--- src/uartRxPkg.sv ---
// UART receiver shared types, constants and the BIST LFSR step
`default_nettype none

package uartRxPkg;

        //////////////////////////////
        // Constants
        //////////////////////////////
        localparam int dataBits = 8;                            // Character width
        localparam logic [dataBits-1:0] lfsrSeed = 8'hA5;       // BIST LFSR start value

        //////////////////////////////
        // Types
        //////////////////////////////
        typedef enum logic [1:0] {
                regDivisor = 2'd0,                              // Clock cycles per bit
                regControl = 2'd1                               // Bit 0 BIST, bit 1 clear overrun
        } regAddr_e;

        typedef struct packed {
                logic [15:0] divisor;                           // Cycles per serial bit
                logic        bistMode;
                logic        clearOverrun;                      // One-cycle pulse
        } uartCfg_t;

        typedef struct packed {
                logic [dataBits-1:0] data;
                logic                valid;                     // Good frame strobe
                logic                frameErr;                  // Bad stop bit strobe
        } rxEvent_t;

        typedef struct packed {
                logic empty;
                logic halfFull;
                logic full;
                logic overrun;                                  // Sticky until cleared
        } fifoStatus_t;

        typedef enum logic [1:0] {rxIdle, rxStart, rxData, rxStop} rxState_e;
        typedef enum logic [1:0] {bistIdle, bistSend, bistWait, bistDone} bistState_e;

        // Galois-free Fibonacci step, taps 8,6,5,4
        function automatic logic [dataBits-1:0] lfsrNext(input logic [dataBits-1:0] v);
                return {v[dataBits-2:0], v[7] ^ v[5] ^ v[4] ^ v[3]};
        endfunction

endpackage

`default_nettype wire

--- src/uartRxRegs.sv ---
// Configuration registers for divisor, BIST mode and the overrun clear pulse
`timescale 1ns/1ns
`default_nettype none

module uartRxRegs (
        input  logic                 Data_Rdy,
        input  logic                 Pop_Data,
        input  logic                 regWrite,
        input  uartRxPkg::regAddr_e  regAddr,
        input  logic [15:0]          regWdata,
        output uartRxPkg::uartCfg_t  cfg
);
        import uartRxPkg::*;

        //////////////////////////////
        // Register writes
        //////////////////////////////
        always_ff @(posedge Data_Rdy or posedge Pop_Data) begin
                if (Pop_Data) begin
                        cfg.divisor      <= 16'd16;             // Default bit time
                        cfg.bistMode     <= 1'b0;
                        cfg.clearOverrun <= 1'b0;
                end else begin
                        cfg.clearOverrun <= 1'b0;               // Pulse lasts one cycle
                        if (regWrite) begin
                                case (regAddr)
                                        regDivisor: begin
                                                cfg.divisor <= regWdata;
                                        end
                                        regControl: begin
                                                cfg.bistMode     <= regWdata[0];
                                                cfg.clearOverrun <= regWdata[1];
                                        end
                                        default: begin
                                                cfg.divisor <= cfg.divisor; // Unmapped address
                                        end
                                endcase
                        end
                end
        end

endmodule

`default_nettype wire

--- src/uartRxDeserializer.sv ---
// Oversampling framer that turns the serial line into byte and frame error strobes
`timescale 1ns/1ns
`default_nettype none

module uartRxDeserializer (
        input  logic                 Data_Rdy,
        input  logic                 Pop_Data,
        input  logic                 serialIn,
        input  logic [15:0]          divisor,
        output uartRxPkg::rxEvent_t  rxEvent
);
        import uartRxPkg::*;

        localparam int idxBits = $clog2(dataBits);
        localparam logic [idxBits-1:0] lastIdx = idxBits'(dataBits - 1);

        logic [2:0]          syncQ;                             // Two sync flops plus edge history
        logic                lineBit;
        logic                startEdge;
        logic                sampleNow;                         // Full bit time elapsed
        logic [15:0]         bitTimer;
        logic [idxBits-1:0]  bitIdx;
        logic [dataBits-1:0] shiftReg;
        rxState_e            state;

        //////////////////////////////
        // Synchronizer
        //////////////////////////////
        always_ff @(posedge Data_Rdy or posedge Pop_Data) begin
                if (Pop_Data) begin
                        syncQ <= '1;                            // Line idles high
                end else begin
                        syncQ <= {syncQ[1:0], serialIn};
                end
        end

        assign lineBit   = syncQ[1];
        assign startEdge = syncQ[2] & ~syncQ[1];                // Falling edge
        assign sampleNow = (bitTimer >= divisor);

        //////////////////////////////
        // Framing FSM
        //////////////////////////////
        always_ff @(posedge Data_Rdy or posedge Pop_Data) begin
                if (Pop_Data) begin
                        state    <= rxIdle;
                        bitTimer <= '0;
                        bitIdx   <= '0;
                        rxEvent  <= '0;
                end else begin
                        rxEvent.valid    <= 1'b0;
                        rxEvent.frameErr <= 1'b0;
                        bitTimer         <= bitTimer + 16'd1;
                        case (state)
                                rxIdle: begin
                                        bitTimer <= 16'd1;
                                        if (startEdge) state <= rxStart;
                                end
                                rxStart: begin
                                        // Mid start bit check
                                        if (bitTimer >= {1'b0, divisor[15:1]}) begin
                                                bitTimer <= 16'd1;
                                                bitIdx   <= '0;
                                                state    <= lineBit ? rxIdle : rxData; // False start
                                        end
                                end
                                rxData: begin
                                        if (sampleNow) begin
                                                bitTimer <= 16'd1;
                                                bitIdx   <= bitIdx + 1'b1;
                                                if (bitIdx == lastIdx) state <= rxStop;
                                        end
                                end
                                rxStop: begin
                                        if (sampleNow) begin
                                                rxEvent.data     <= shiftReg;
                                                rxEvent.valid    <= lineBit;    // Good stop bit
                                                rxEvent.frameErr <= ~lineBit;
                                                state            <= rxIdle;
                                        end
                                end
                                default: state <= rxIdle;
                        endcase
                end
        end

        // Data bits arrive LSB first
        always_ff @(posedge Data_Rdy) begin
                if (state == rxData && sampleNow) shiftReg <= {lineBit, shiftReg[dataBits-1:1]};
        end

endmodule

`default_nettype wire

--- src/rxFifo.sv ---
// Receive FIFO with empty, half-full, full and sticky overrun flags and a BIST freeze
`timescale 1ns/1ns
`default_nettype none

module rxFifo #(
        parameter int fifoAddrBits = 4
) (
        input  logic                           Data_Rdy,
        input  logic                           Pop_Data,
        input  uartRxPkg::rxEvent_t            rxEvent,
        input  logic                           popReq,
        input  logic                           bistMode,
        input  logic                           clearOverrun,
        output uartRxPkg::fifoStatus_t         status,
        output logic [uartRxPkg::dataBits-1:0] dataOut
);
        import uartRxPkg::*;

        localparam logic [fifoAddrBits:0] depth    = {1'b1, {fifoAddrBits{1'b0}}};
        localparam logic [fifoAddrBits:0] halfMark = {2'b01, {(fifoAddrBits-1){1'b0}}};

        logic [dataBits-1:0]     fifoMem [2**fifoAddrBits];
        logic [fifoAddrBits-1:0] rdPtr;
        logic [fifoAddrBits-1:0] wrPtr;
        logic [fifoAddrBits:0]   count;                         // One extra bit for full
        logic                    overrun;
        logic                    doWrite;
        logic                    doPop;
        logic                    dropByte;

        //////////////////////////////
        // Strobe decode
        //////////////////////////////
        assign doWrite  = !bistMode && rxEvent.valid && (count < depth);
        assign dropByte = !bistMode && rxEvent.valid && (count == depth); // Back-pressure
        // Write wins over a pop in the same cycle
        assign doPop    = !bistMode && popReq && !rxEvent.valid && (count != '0);

        always_ff @(posedge Data_Rdy) begin
                if (doWrite) fifoMem[wrPtr] <= rxEvent.data;
        end

        //////////////////////////////
        // Pointers, count and flags
        //////////////////////////////
        always_ff @(posedge Data_Rdy or posedge Pop_Data) begin
                if (Pop_Data) begin
                        rdPtr   <= '0;
                        wrPtr   <= '0;
                        count   <= '0;
                        overrun <= 1'b0;
                        dataOut <= '0;
                end else begin
                        if (doWrite) begin
                                wrPtr <= wrPtr + 1'b1;
                                count <= count + 1'b1;
                        end else if (doPop) begin
                                dataOut <= fifoMem[rdPtr];      // Head byte out
                                rdPtr   <= rdPtr + 1'b1;
                                count   <= count - 1'b1;
                        end
                        if (!bistMode) begin                    // Frozen in BIST
                                if (clearOverrun) overrun <= 1'b0;
                                else if (dropByte) overrun <= 1'b1;
                        end
                end
        end

        always_comb begin
                status.empty    = (count == '0);
                status.halfFull = (count >= halfMark);
                status.full     = (count == depth);             // Clears on the next pop
                status.overrun  = overrun;
        end

endmodule

`default_nettype wire

--- src/rxBist.sv ---
// Self-test engine that sends an LFSR byte stream over loopback and checks it back
`timescale 1ns/1ns
`default_nettype none

module rxBist #(
        parameter int bistBytes = 8
) (
        input  logic                 Data_Rdy,
        input  logic                 Pop_Data,
        input  logic                 bistMode,
        input  logic [15:0]          divisor,
        input  uartRxPkg::rxEvent_t  rxEvent,
        output logic                 bistTx,
        output logic                 bistDone,
        output logic                 bistPass
);
        import uartRxPkg::*;

        localparam int cntBits = $clog2(bistBytes + 1);
        localparam logic [cntBits-1:0] lastByte = cntBits'(bistBytes - 1);
        localparam logic [cntBits-1:0] allBytes = cntBits'(bistBytes);

        bistState_e          state;
        logic                modeQ;                             // For the rising edge
        logic [dataBits-1:0] txLfsr;
        logic [dataBits-1:0] expLfsr;
        logic [dataBits+1:0] txShift;                           // Stop, data, start
        logic [3:0]          txBitCnt;
        logic [15:0]         txTimer;
        logic [cntBits-1:0]  sentCnt;
        logic [cntBits-1:0]  rcvdCnt;
        logic                mismatch;

        assign bistTx   = txShift[0];
        // Port name hides the state literal, so it is scoped
        assign bistDone = (state == uartRxPkg::bistDone);
        assign bistPass = bistDone && !mismatch;

        always_ff @(posedge Data_Rdy or posedge Pop_Data) begin
                if (Pop_Data) begin
                        state    <= bistIdle;
                        modeQ    <= 1'b0;
                        txLfsr   <= lfsrSeed;
                        expLfsr  <= lfsrSeed;
                        txShift  <= '1;
                        txBitCnt <= '0;
                        txTimer  <= '0;
                        sentCnt  <= '0;
                        rcvdCnt  <= '0;
                        mismatch <= 1'b0;
                end else begin
                        modeQ <= bistMode;
                        //////////////////////////////
                        // Transmit side
                        //////////////////////////////
                        if (!bistMode) begin                    // Back to idle, line high
                                state    <= bistIdle;
                                txLfsr   <= lfsrSeed;
                                expLfsr  <= lfsrSeed;
                                txShift  <= '1;
                                sentCnt  <= '0;
                                rcvdCnt  <= '0;
                                mismatch <= 1'b0;
                        end else if (state == bistIdle && !modeQ) begin
                                state    <= bistSend;
                                txShift  <= {1'b1, txLfsr, 1'b0};
                                txBitCnt <= '0;
                                txTimer  <= 16'd1;
                        end else if (state == bistSend) begin
                                txTimer <= txTimer + 16'd1;
                                if (txTimer >= divisor) begin   // Bit time over
                                        txTimer  <= 16'd1;
                                        txShift  <= {1'b1, txShift[dataBits+1:1]};
                                        txBitCnt <= txBitCnt + 4'd1;
                                        if (txBitCnt == 4'(dataBits + 1)) begin
                                                sentCnt  <= sentCnt + 1'b1;
                                                txLfsr   <= lfsrNext(txLfsr);
                                                txBitCnt <= '0;
                                                txShift  <= {1'b1, lfsrNext(txLfsr), 1'b0};
                                                if (sentCnt == lastByte) begin
                                                        state   <= bistWait;
                                                        txShift <= '1;
                                                end
                                        end
                                end
                        end else if (state == bistWait && rcvdCnt == allBytes) begin
                                state <= uartRxPkg::bistDone;
                        end

                        //////////////////////////////
                        // Receive check
                        //////////////////////////////
                        if (bistMode && (state == bistSend || state == bistWait)) begin
                                if (rxEvent.valid || rxEvent.frameErr) begin
                                        expLfsr <= lfsrNext(expLfsr);
                                        rcvdCnt <= rcvdCnt + 1'b1;
                                        if (rxEvent.frameErr || rxEvent.data != expLfsr)
                                                mismatch <= 1'b1;
                                end
                        end
                end
        end

endmodule

`default_nettype wire

--- src/uartRxTop.sv ---
// UART receiver top with registers, framer, receive FIFO, BIST and loopback mux
`timescale 1ns/1ns
`default_nettype none

module uartRxTop #(
        parameter int fifoAddrBits = 4,
        parameter int bistBytes    = 8
) (
        input  logic                           Data_Rdy,
        input  logic                           Pop_Data,
        input  logic                           rxLine,
        input  logic                           regWrite,
        input  uartRxPkg::regAddr_e            regAddr,
        input  logic [15:0]                    regWdata,
        input  logic                           popReq,
        output logic [uartRxPkg::dataBits-1:0] dataOut,
        output uartRxPkg::fifoStatus_t         status,
        output logic                           frameErrSeen,
        output logic                           bistDone,
        output logic                           bistPass
);
        import uartRxPkg::*;

        uartCfg_t cfg;
        rxEvent_t rxEvent;
        logic     bistTx;
        logic     serialLine;

        assign serialLine = cfg.bistMode ? bistTx : rxLine;     // Internal loopback

        // Sticky frame error, BIST frames report through bistPass
        always_ff @(posedge Data_Rdy or posedge Pop_Data) begin
                if (Pop_Data) begin
                        frameErrSeen <= 1'b0;
                end else if (cfg.clearOverrun) begin
                        frameErrSeen <= 1'b0;
                end else if (rxEvent.frameErr && !cfg.bistMode) begin
                        frameErrSeen <= 1'b1;
                end
        end

        //////////////////////////////
        // Blocks
        //////////////////////////////
        uartRxRegs u_uartRxRegs (
                .Data_Rdy (Data_Rdy),
                .Pop_Data (Pop_Data),
                .regWrite (regWrite),
                .regAddr  (regAddr),
                .regWdata (regWdata),
                .cfg      (cfg)
        );

        uartRxDeserializer u_uartRxDeserializer (
                .Data_Rdy (Data_Rdy),
                .Pop_Data (Pop_Data),
                .serialIn (serialLine),
                .divisor  (cfg.divisor),
                .rxEvent  (rxEvent)
        );

        rxFifo #(.fifoAddrBits(fifoAddrBits)) u_rxFifo (
                .Data_Rdy     (Data_Rdy),
                .Pop_Data     (Pop_Data),
                .rxEvent      (rxEvent),
                .popReq       (popReq),
                .bistMode     (cfg.bistMode),
                .clearOverrun (cfg.clearOverrun),
                .status       (status),
                .dataOut      (dataOut)
        );

        rxBist #(.bistBytes(bistBytes)) u_rxBist (
                .Data_Rdy (Data_Rdy),
                .Pop_Data (Pop_Data),
                .bistMode (cfg.bistMode),
                .divisor  (cfg.divisor),
                .rxEvent  (rxEvent),
                .bistTx   (bistTx),
                .bistDone (bistDone),
                .bistPass (bistPass)
        );

endmodule

`default_nettype wire

--- config.mk ---
export PLATFORM = sky130hd
export DESIGN_NAME = uartRxTop
export DESIGN_NICKNAME = d
export VERILOG_FILES = /design/src/uartRxPkg.sv /design/src/uartRxRegs.sv /design/src/uartRxDeserializer.sv /design/src/rxFifo.sv /design/src/rxBist.sv /design/src/uartRxTop.sv
export SDC_FILE = /design/constraint.sdc
export NUM_CORES = 1
export LEC_CHECK = 0
export ABC_AREA = 1
export BUFFER_PORTS_ARGS = -buffer_cell sky130_fd_sc_hd__buf_2
export CORE_UTILIZATION = 50
export DETAILED_ROUTE_END_ITERATION = 8
export GPL_TIMING_DRIVEN = 0
export HOLD_SLACK_MARGIN = 0.03
export PLACE_DENSITY_LB_ADDON = 0.1
export SLEW_MARGIN = 10
export SYNTH_ARGS = -nofsm -noshare
export SYNTH_HDL_FRONTEND = slang
export SYNTH_SLANG_ARGS = --single-unit
--- constraint.sdc ---
create_clock -name Data_Rdy -period 4.8 [get_ports Data_Rdy]
set_input_delay 0.96 -clock Data_Rdy [delete_from_list [all_inputs] [get_ports Data_Rdy]]
set_output_delay 0.96 -clock Data_Rdy [all_outputs]
set_load 0.01 [all_outputs]
==> results.md, run 1 <==
- Status: finished clean
- Wirelength, routed: 30000 um
- Yosys Warn Count: 0
- Largest net degree at the start of global routing: 76
- Core area: 25200 um2
- WHS: 0.356 ns
- Int Power: 4.70 mW
- Setup ws final: 2.16 ns
- Crit path arrival time: 1.68 ns
- Final #Nets: 1443
- Most common cell after layout, fill and taps aside: nand2_1
- Net Count, Synth: 1373
- Final hold vios: 0
- Die Width: 162 um
- Total chip power: 7.09 mW
- DIE AREA: 26200 um2
- CTS Buf Count: 30
- Share of the yosys chip area belonging to registers: 0.579
- FFs w/ async S/R, synth: 0.493
- Hold-fix buffers at CTS: 0
- Kind of critical path: reg -> out
- Routed len/inst: 17.6 um
- Fmax: 379 MHz
- Leak: 6.49 nW
- Number of setup buffers added after CTS: 0
- Critical Path Source Type: flop
- Worst Hold Class: reg -> reg
- Height of the chip: 162 um
- Clock-pin slew on the worst setup and hold paths: 0.06 ns
- Most frequent cells in the layout: 191 x nand2_1, 182 x nor2_1, 136 x edfxtp_1
- Total congestion overflow: 0
- H-tree levels: 1
- CP Data Required Time: 3.84 ns
- Switch share: 0.337
- Netlist cell types: 46
- CP Capture Type: primary output
- Post-Syn Area: 12800 um2
- Slew Viols, Final: 0
- RSZ-0062 raised after global routing: no
- Post-DP Area: 13400 um2
- Actual slew at the worst max-slew pin: 1.20 ns
- Clock skew: 0.00814 ns
- Final Util: 0.575
- Met1 Usage GRT: 0.327
- Initial DRC count: 693
- Final period util: 0.550
- Via density: 5.48
- ANT cells: 0
- Clock Sinks: 268
- Crit-path max FO: 4
- Final Instance Area: 14500 um2
- Synth Register Bits: 268
- VDD IR max: 0.281 mV
- Sequential standard cell area: 7410 um2
- Max clock buf depth: 3
- Ys flop type: edfxtp_1
- Layout cells sized above 1: 0.0982
- Slew HR: 0.193
- Area taken by multi-input logic gates: 4770 um2
- Clock power share: 0.332
- EDFF count, synth: 136
- Final ANT Viol Nets: 0
- Port Buffers: 37
- Final setup fails: 0
- Via count: 9341
- Synthesized netlist cell count: 1281
- Total GRT Usage: 0.236
- PwrDens: 490 nW/um2
- Pre-antenna DRT Iters: 5
- Min cycle time layout: 2.64 ns
- Clk_lat worst skew: 0.56 ns
- Vias in the first global route: 9064
- HPWL after detailed placement: 20600 um
- Switch Pwr: 2.39 mW
- Synthesized area per cell: 9.99 um2
- RD Place Congestion: 0.860
- First-pass GRT wire length: 48700 um
- Max cap viols: 0
- Top post-synthesis cells by area: edfxtp_1 32%, dfrtp_1 22%, ha_1 6.6%
- Reg-to-reg slack, setup: 2.32 ns
- DRC: 0
- Initial antenna violation count: 0
- Area Growth Syn to Fin: 13.1%
- Clock root cell: clkbuf_16
- Share of power burned in registers: 0.395
- FP Rows: 58
- Total I/O pin count: 38
- Comb power frac: 0.273
- Synth area leader: edfxtp_1
- Top-area cell type share of the netlist area: 0.319
- Layout fillers: 2188
- Routing usage on met3: 0.0296
- Setup WS pre-CTS: 2.32 ns
- CTS tree: yes
- Resize count post-CTS: 0
- GRT Max-Usage Layer: met2
- Starting Density: 0.508
- GR Util met2: 0.393
## synthesized netlist by cell type, types with 18 or more instances
library cell and n:
nand3_1 72, o221ai_1 18, nor2_1 182, nand2_1 191, clkbuf_1 35, dfrtp_1 111, edfxtp_1 136, a21oi_1 57
xor2_1 30, inv_1 112, o22ai_1 22, o21ai_0 105, nand4_1 21, dfstp_2 21, ha_1 68
## kinds of logic after synthesis
logic type                 count (synthesis)  synth area share
buffers and inverters                    161            0.0484
adders and majority gates                 69            0.0680
xor gates and xnor gates                  38            0.0260
DFF                                      268             0.579
AOI/OAI and AO/OA                        246             0.112
and+or+nand+nor                          498             0.165
muxes                                      1          0.000880
## critical path, stage by stage (launching register included)
cell,delay [ns]
dfrtp_1,0.43
nor2_1,0.14
nand3_1,0.10
nor2_1,0.27
buf_2,0.20
## power groups by stage
stage	Combinational, mW	Sequential, mW	Clock (mW)
after floorplan	1.32	2.81	0
after global placement	1.91	2.84	0
after detailed placement	1.93	2.84	0
after CTS	1.94	2.80	2.39
after global routing	2.19	2.82	2.49
final	1.94	2.80	2.35
## area by class of cell
class                   count  area share
flip-flops and latches    268       0.512
clock buffers              39      0.0598
clock inverters            17      0.0120
multi-input cells         852       0.330
plain buffers              46      0.0130
repair buffers             38      0.0147
inverters                 115      0.0302
well taps                 330      0.0285
## per-layer routing
metal  share of wire  vias up
li1                -     4580
met1            0.46     4462
met2            0.47      242
met3           0.046       57
met4           0.024        0
met5               0        -
## final timing paths
check / start / end / cells past startpoint
min in group asynchronous: Pop_Data / u_uartRxRegs.cfg[2] / 2
worst max-delay path: u_rxFifo.count[0] / status[1] / 4
max in group asynchronous: Pop_Data / u_uartRxDeserializer.syncQ[2] / 3
worst min register to register: u_uartRxDeserializer.syncQ[0] / u_uartRxDeserializer.syncQ[1] / 0
worst max register to register: u_uartRxRegs.cfg[1] / u_rxFifo.fifoMem[15][5] / 5
worst min-delay path: u_uartRxDeserializer.syncQ[0] / u_uartRxDeserializer.syncQ[1] / 0
## registers in the layout, summed over array words and instances, names as in the netlist, 2 cells and up, named ones only
register,cells
u_rxBist.expLfsr,8
u_rxBist.rcvdCnt,4
u_rxBist.sentCnt,4
u_rxBist.state,2
u_rxBist.txBitCnt,4
u_rxBist.txLfsr,8
u_rxBist.txShift,9
u_rxBist.txTimer,16
u_rxFifo.count,5
u_rxFifo.dataOut,8
u_rxFifo.fifoMem,128
u_rxFifo.rdPtr,4
u_rxFifo.wrPtr,4
u_uartRxDeserializer.bitIdx,3
u_uartRxDeserializer.bitTimer,16
u_uartRxDeserializer.rxEvent,10
u_uartRxDeserializer.shiftReg,8
u_uartRxDeserializer.syncQ,3
u_uartRxRegs.cfg,18
## metrics by stage
stage	TNS [ns]	instances
2_1_floorplan	0	1281
3_3_place_gp	-158.44	1648
3_5_place_dp	0	1649
4_1_cts	0	1705
5_1_grt	0	1705
6_report	0	1705
Note: power is estimated with default switching activity, not from simulation.
==> run 2, diff against run 1 <==
==> constraint.sdc (replaced) <==
create_clock -name Data_Rdy -period 2.35 [get_ports Data_Rdy]
set_input_delay 0.47 -clock Data_Rdy [delete_from_list [all_inputs] [get_ports Data_Rdy]]
set_output_delay 0.47 -clock Data_Rdy [all_outputs]
set_load 0.01 [all_outputs]
==> results.md, run 2 (synthesized netlist as in run 1, its figures left out) <==
- Status: finished clean
- Post-DP Area: 13500 um2 (+0.20%)
- Final Non-Filler Cells: 1706 (+0.059%)
- Clock skew: 0.0114 ns (+0.00324 ns)
- H-tree levels: 1 (unchanged)
- CP Data Required Time: 2.53 ns (-1.31 ns)
- Clock-pin slew on the worst setup and hold paths: 0.06 ns (about the same)
- CP top delay family: simple AND/OR/NAND/NOR gates
- Clock root cell: clkbuf_16
- WHS: 0.0454 ns (-0.310 ns)
- Layout cells sized above 1: 0.102 (+0.00429)
- Initial antenna violation count: 0 (unchanged)
- Total I/O pin count: 38 (unchanged)
- CTS tree: yes
- Final setup fails: 0 (unchanged)
- Core area: 25200 um2 (unchanged)
- RD Place Congestion: 0.862 (+0.34%)
- Critical Path, Cell by Cell: nor3_4 -> inv_1 -> nor2_1 -> inv_1 -> nor2_2
- Largest register FFs: 128 (unchanged)
- Via count: 9346 (+0.054%)
- Pre-antenna DRT Iters: 5 (unchanged)
- Critical Path Source Type: flop
- Fmax: 440 MHz
- Max cap viols: 0 (unchanged)
- Actual slew at the worst max-slew pin: 0.860 ns (-0.341 ns)
- Int Power: 9.10 mW (+93%)
- VDD IR max: 0.654 mV (+130%)
- CP Capture Type: flop
- Slew Viols, Final: 0 (unchanged)
- Vias in the first global route: 8903 (-1.8%)
- Most frequent cells in the layout: 187 x nand2_1, 180 x nor2_1, 136 x edfxtp_1
- Slew HR: 0.424 (+0.231)
- Leak: 6.44 nW (-0.76%)
- Comb power frac: 0.289 (+0.016)
- Total congestion overflow: 0 (unchanged)
- Clock Sinks: 268 (unchanged)
- Starting Density: 0.508 (unchanged)
- Max clock buf depth: 3 (unchanged)
- Cell mode on critical path: inv_1
- CTS Buf Count: 28 (-6.7%)
- Routed len/inst: 17.8 um (+1.2%)
- Switch Pwr: 4.86 mW (+100%)
- Port Buffers: 37 (unchanged)
- CP max stage cell: dfrtp_1
- Final period util: 0.968
- Share of power burned in registers: 0.410 (+0.015)
- Largest net degree at the start of global routing: 37 (-51%)
- Dpl cells: 1651 (+0.12%)
- Final ANT Viol Nets: 0 (unchanged)
- Largest register by flop count: u_rxFifo.fifoMem
- PwrDens: 968 nW/um2 (+98%)
- Switch share: 0.348 (+0.0114)
- FP Rows: 58 (unchanged)
- Most common cell after layout, fill and taps aside: nand2_1
- Kind of critical path: reg -> reg
- Wirelength, routed: 30400 um (+1.3%)
- First-pass GRT wire length: 48600 um (-0.25%)
- Initial DRC count: 681 (-1.7%)
- Final hold vios: 0 (unchanged)
- DIE AREA: 26200 um2 (unchanged)
- RSZ-0062 raised after global routing: yes
- Via density: 5.48 (about the same)
- Height of the chip: 162 um (unchanged)
- Hold-fix buffers at CTS: 0 (unchanged)
- Die Width: 162 um (unchanged)
- Critical path's largest stage delay: 0.49 ns (+0.06 ns)
- Area Growth Syn to Fin: 12.6%
- Worst Hold Class: in -> async
- Biggest registers after layout: u_rxFifo.fifoMem (128), u_uartRxRegs.cfg (18)
- Clock power share: 0.301 (-0.031)
- DRC: 0 (unchanged)
- Crit-path max FO: 8 (+4)
- Total GRT Usage: 0.238 (+0.00196)
- HPWL after detailed placement: 20900 um (+1.3%)
- Crit path arrival time: 2.45 ns (+0.77 ns)
- ANT cells: 0 (unchanged)
- WP buf/inv: 2 (+1)
- Final Instance Area: 14400 um2 (-0.41%)
- Final #Nets: 1446 (+0.21%)
- Clk_lat worst skew: 0.55 ns (about the same)
- Min cycle time layout: 2.27 ns
run 2: per-stage QoR:
| step | power [mW] | setup TNS, ns | util | setup slack [ns] |
|---|---|---|---|---|
| after global routing | 14.7 | -1.33 | 0.572 | -0.0900 |
| after CTS | 14.0 | 0 | 0.569 | 0.0535 |
| after detailed placement | 9.77 | -5.23 | 0.535 | -0.242 |
| final | 14.0 | 0 | 0.572 | 0.0763 |
| after floorplan | 8.44 | 0 | - | 0.260 |
| after global placement | 9.69 | -86.01 | 0.532 | -0.730 |
run 2: worst paths after layout:
| path | from | slack (ns) | endpoint | cells past startpoint |
|---|---|---|---|---|
| max in group asynchronous | Pop_Data | 1.62 | u_uartRxDeserializer.syncQ[2] | 3 |
| min in group Data_Rdy | rxLine | 0.15 | u_uartRxDeserializer.syncQ[0] | 3 |
| max reg2reg | u_uartRxRegs.cfg[1] | 0.08 | u_rxFifo.fifoMem[15][1] | 5 |
| min | Pop_Data | 0.05 | u_rxBist.txLfsr[3] | 2 |
| min reg2reg | u_uartRxDeserializer.syncQ[0] | 0.35 | u_uartRxDeserializer.syncQ[1] | 0 |
| max | u_uartRxRegs.cfg[1] | 0.08 | u_rxFifo.fifoMem[15][1] | 5 |
run 2: cell type report:
class / count / area, um2
fillers: 2198 / 10800
flip-flops and latches: 268 / 7410
multi-input cells: 852 / 4840
clock buffers: 40 / 767
inverters: 115 / 438
well taps: 330 / 413
repair buffers: 43 / 268
plain buffers: 46 / 190
clock inverters: 12 / 85.1
run 2: what timing repair did:
| item | CTS | global route |
|---|---|---|
| pin swaps | 0 | 1 |
| buffers inserted | 0 | 3 |
| resized for setup | 5 | 17 |
| setup endpoints to repair | 40 | 62 |
run 2: per-layer routing:
layer | up-vias | wire, um | track usage
li1 | 4590 | - | -
met1 | 4462 | 13600 | 0.328
met2 | 239 | 14700 | 0.396
met3 | 55 | 1380 | 0.0260
met4 | 0 | 721 | 0.0755
met5 | - | 0 | 0
run 2: power by group through the flow:
stage | clock (mW) | sequential [mW] | combinational, mW
3_3_place_gp | 0 | 5.80 | 3.89
6_report | 4.20 | 5.72 | 4.03
2_1_floorplan | 0 | 5.74 | 2.70
3_5_place_dp | 0 | 5.80 | 3.96
5_1_grt | 4.45 | 5.77 | 4.50
4_1_cts | 4.28 | 5.72 | 3.98
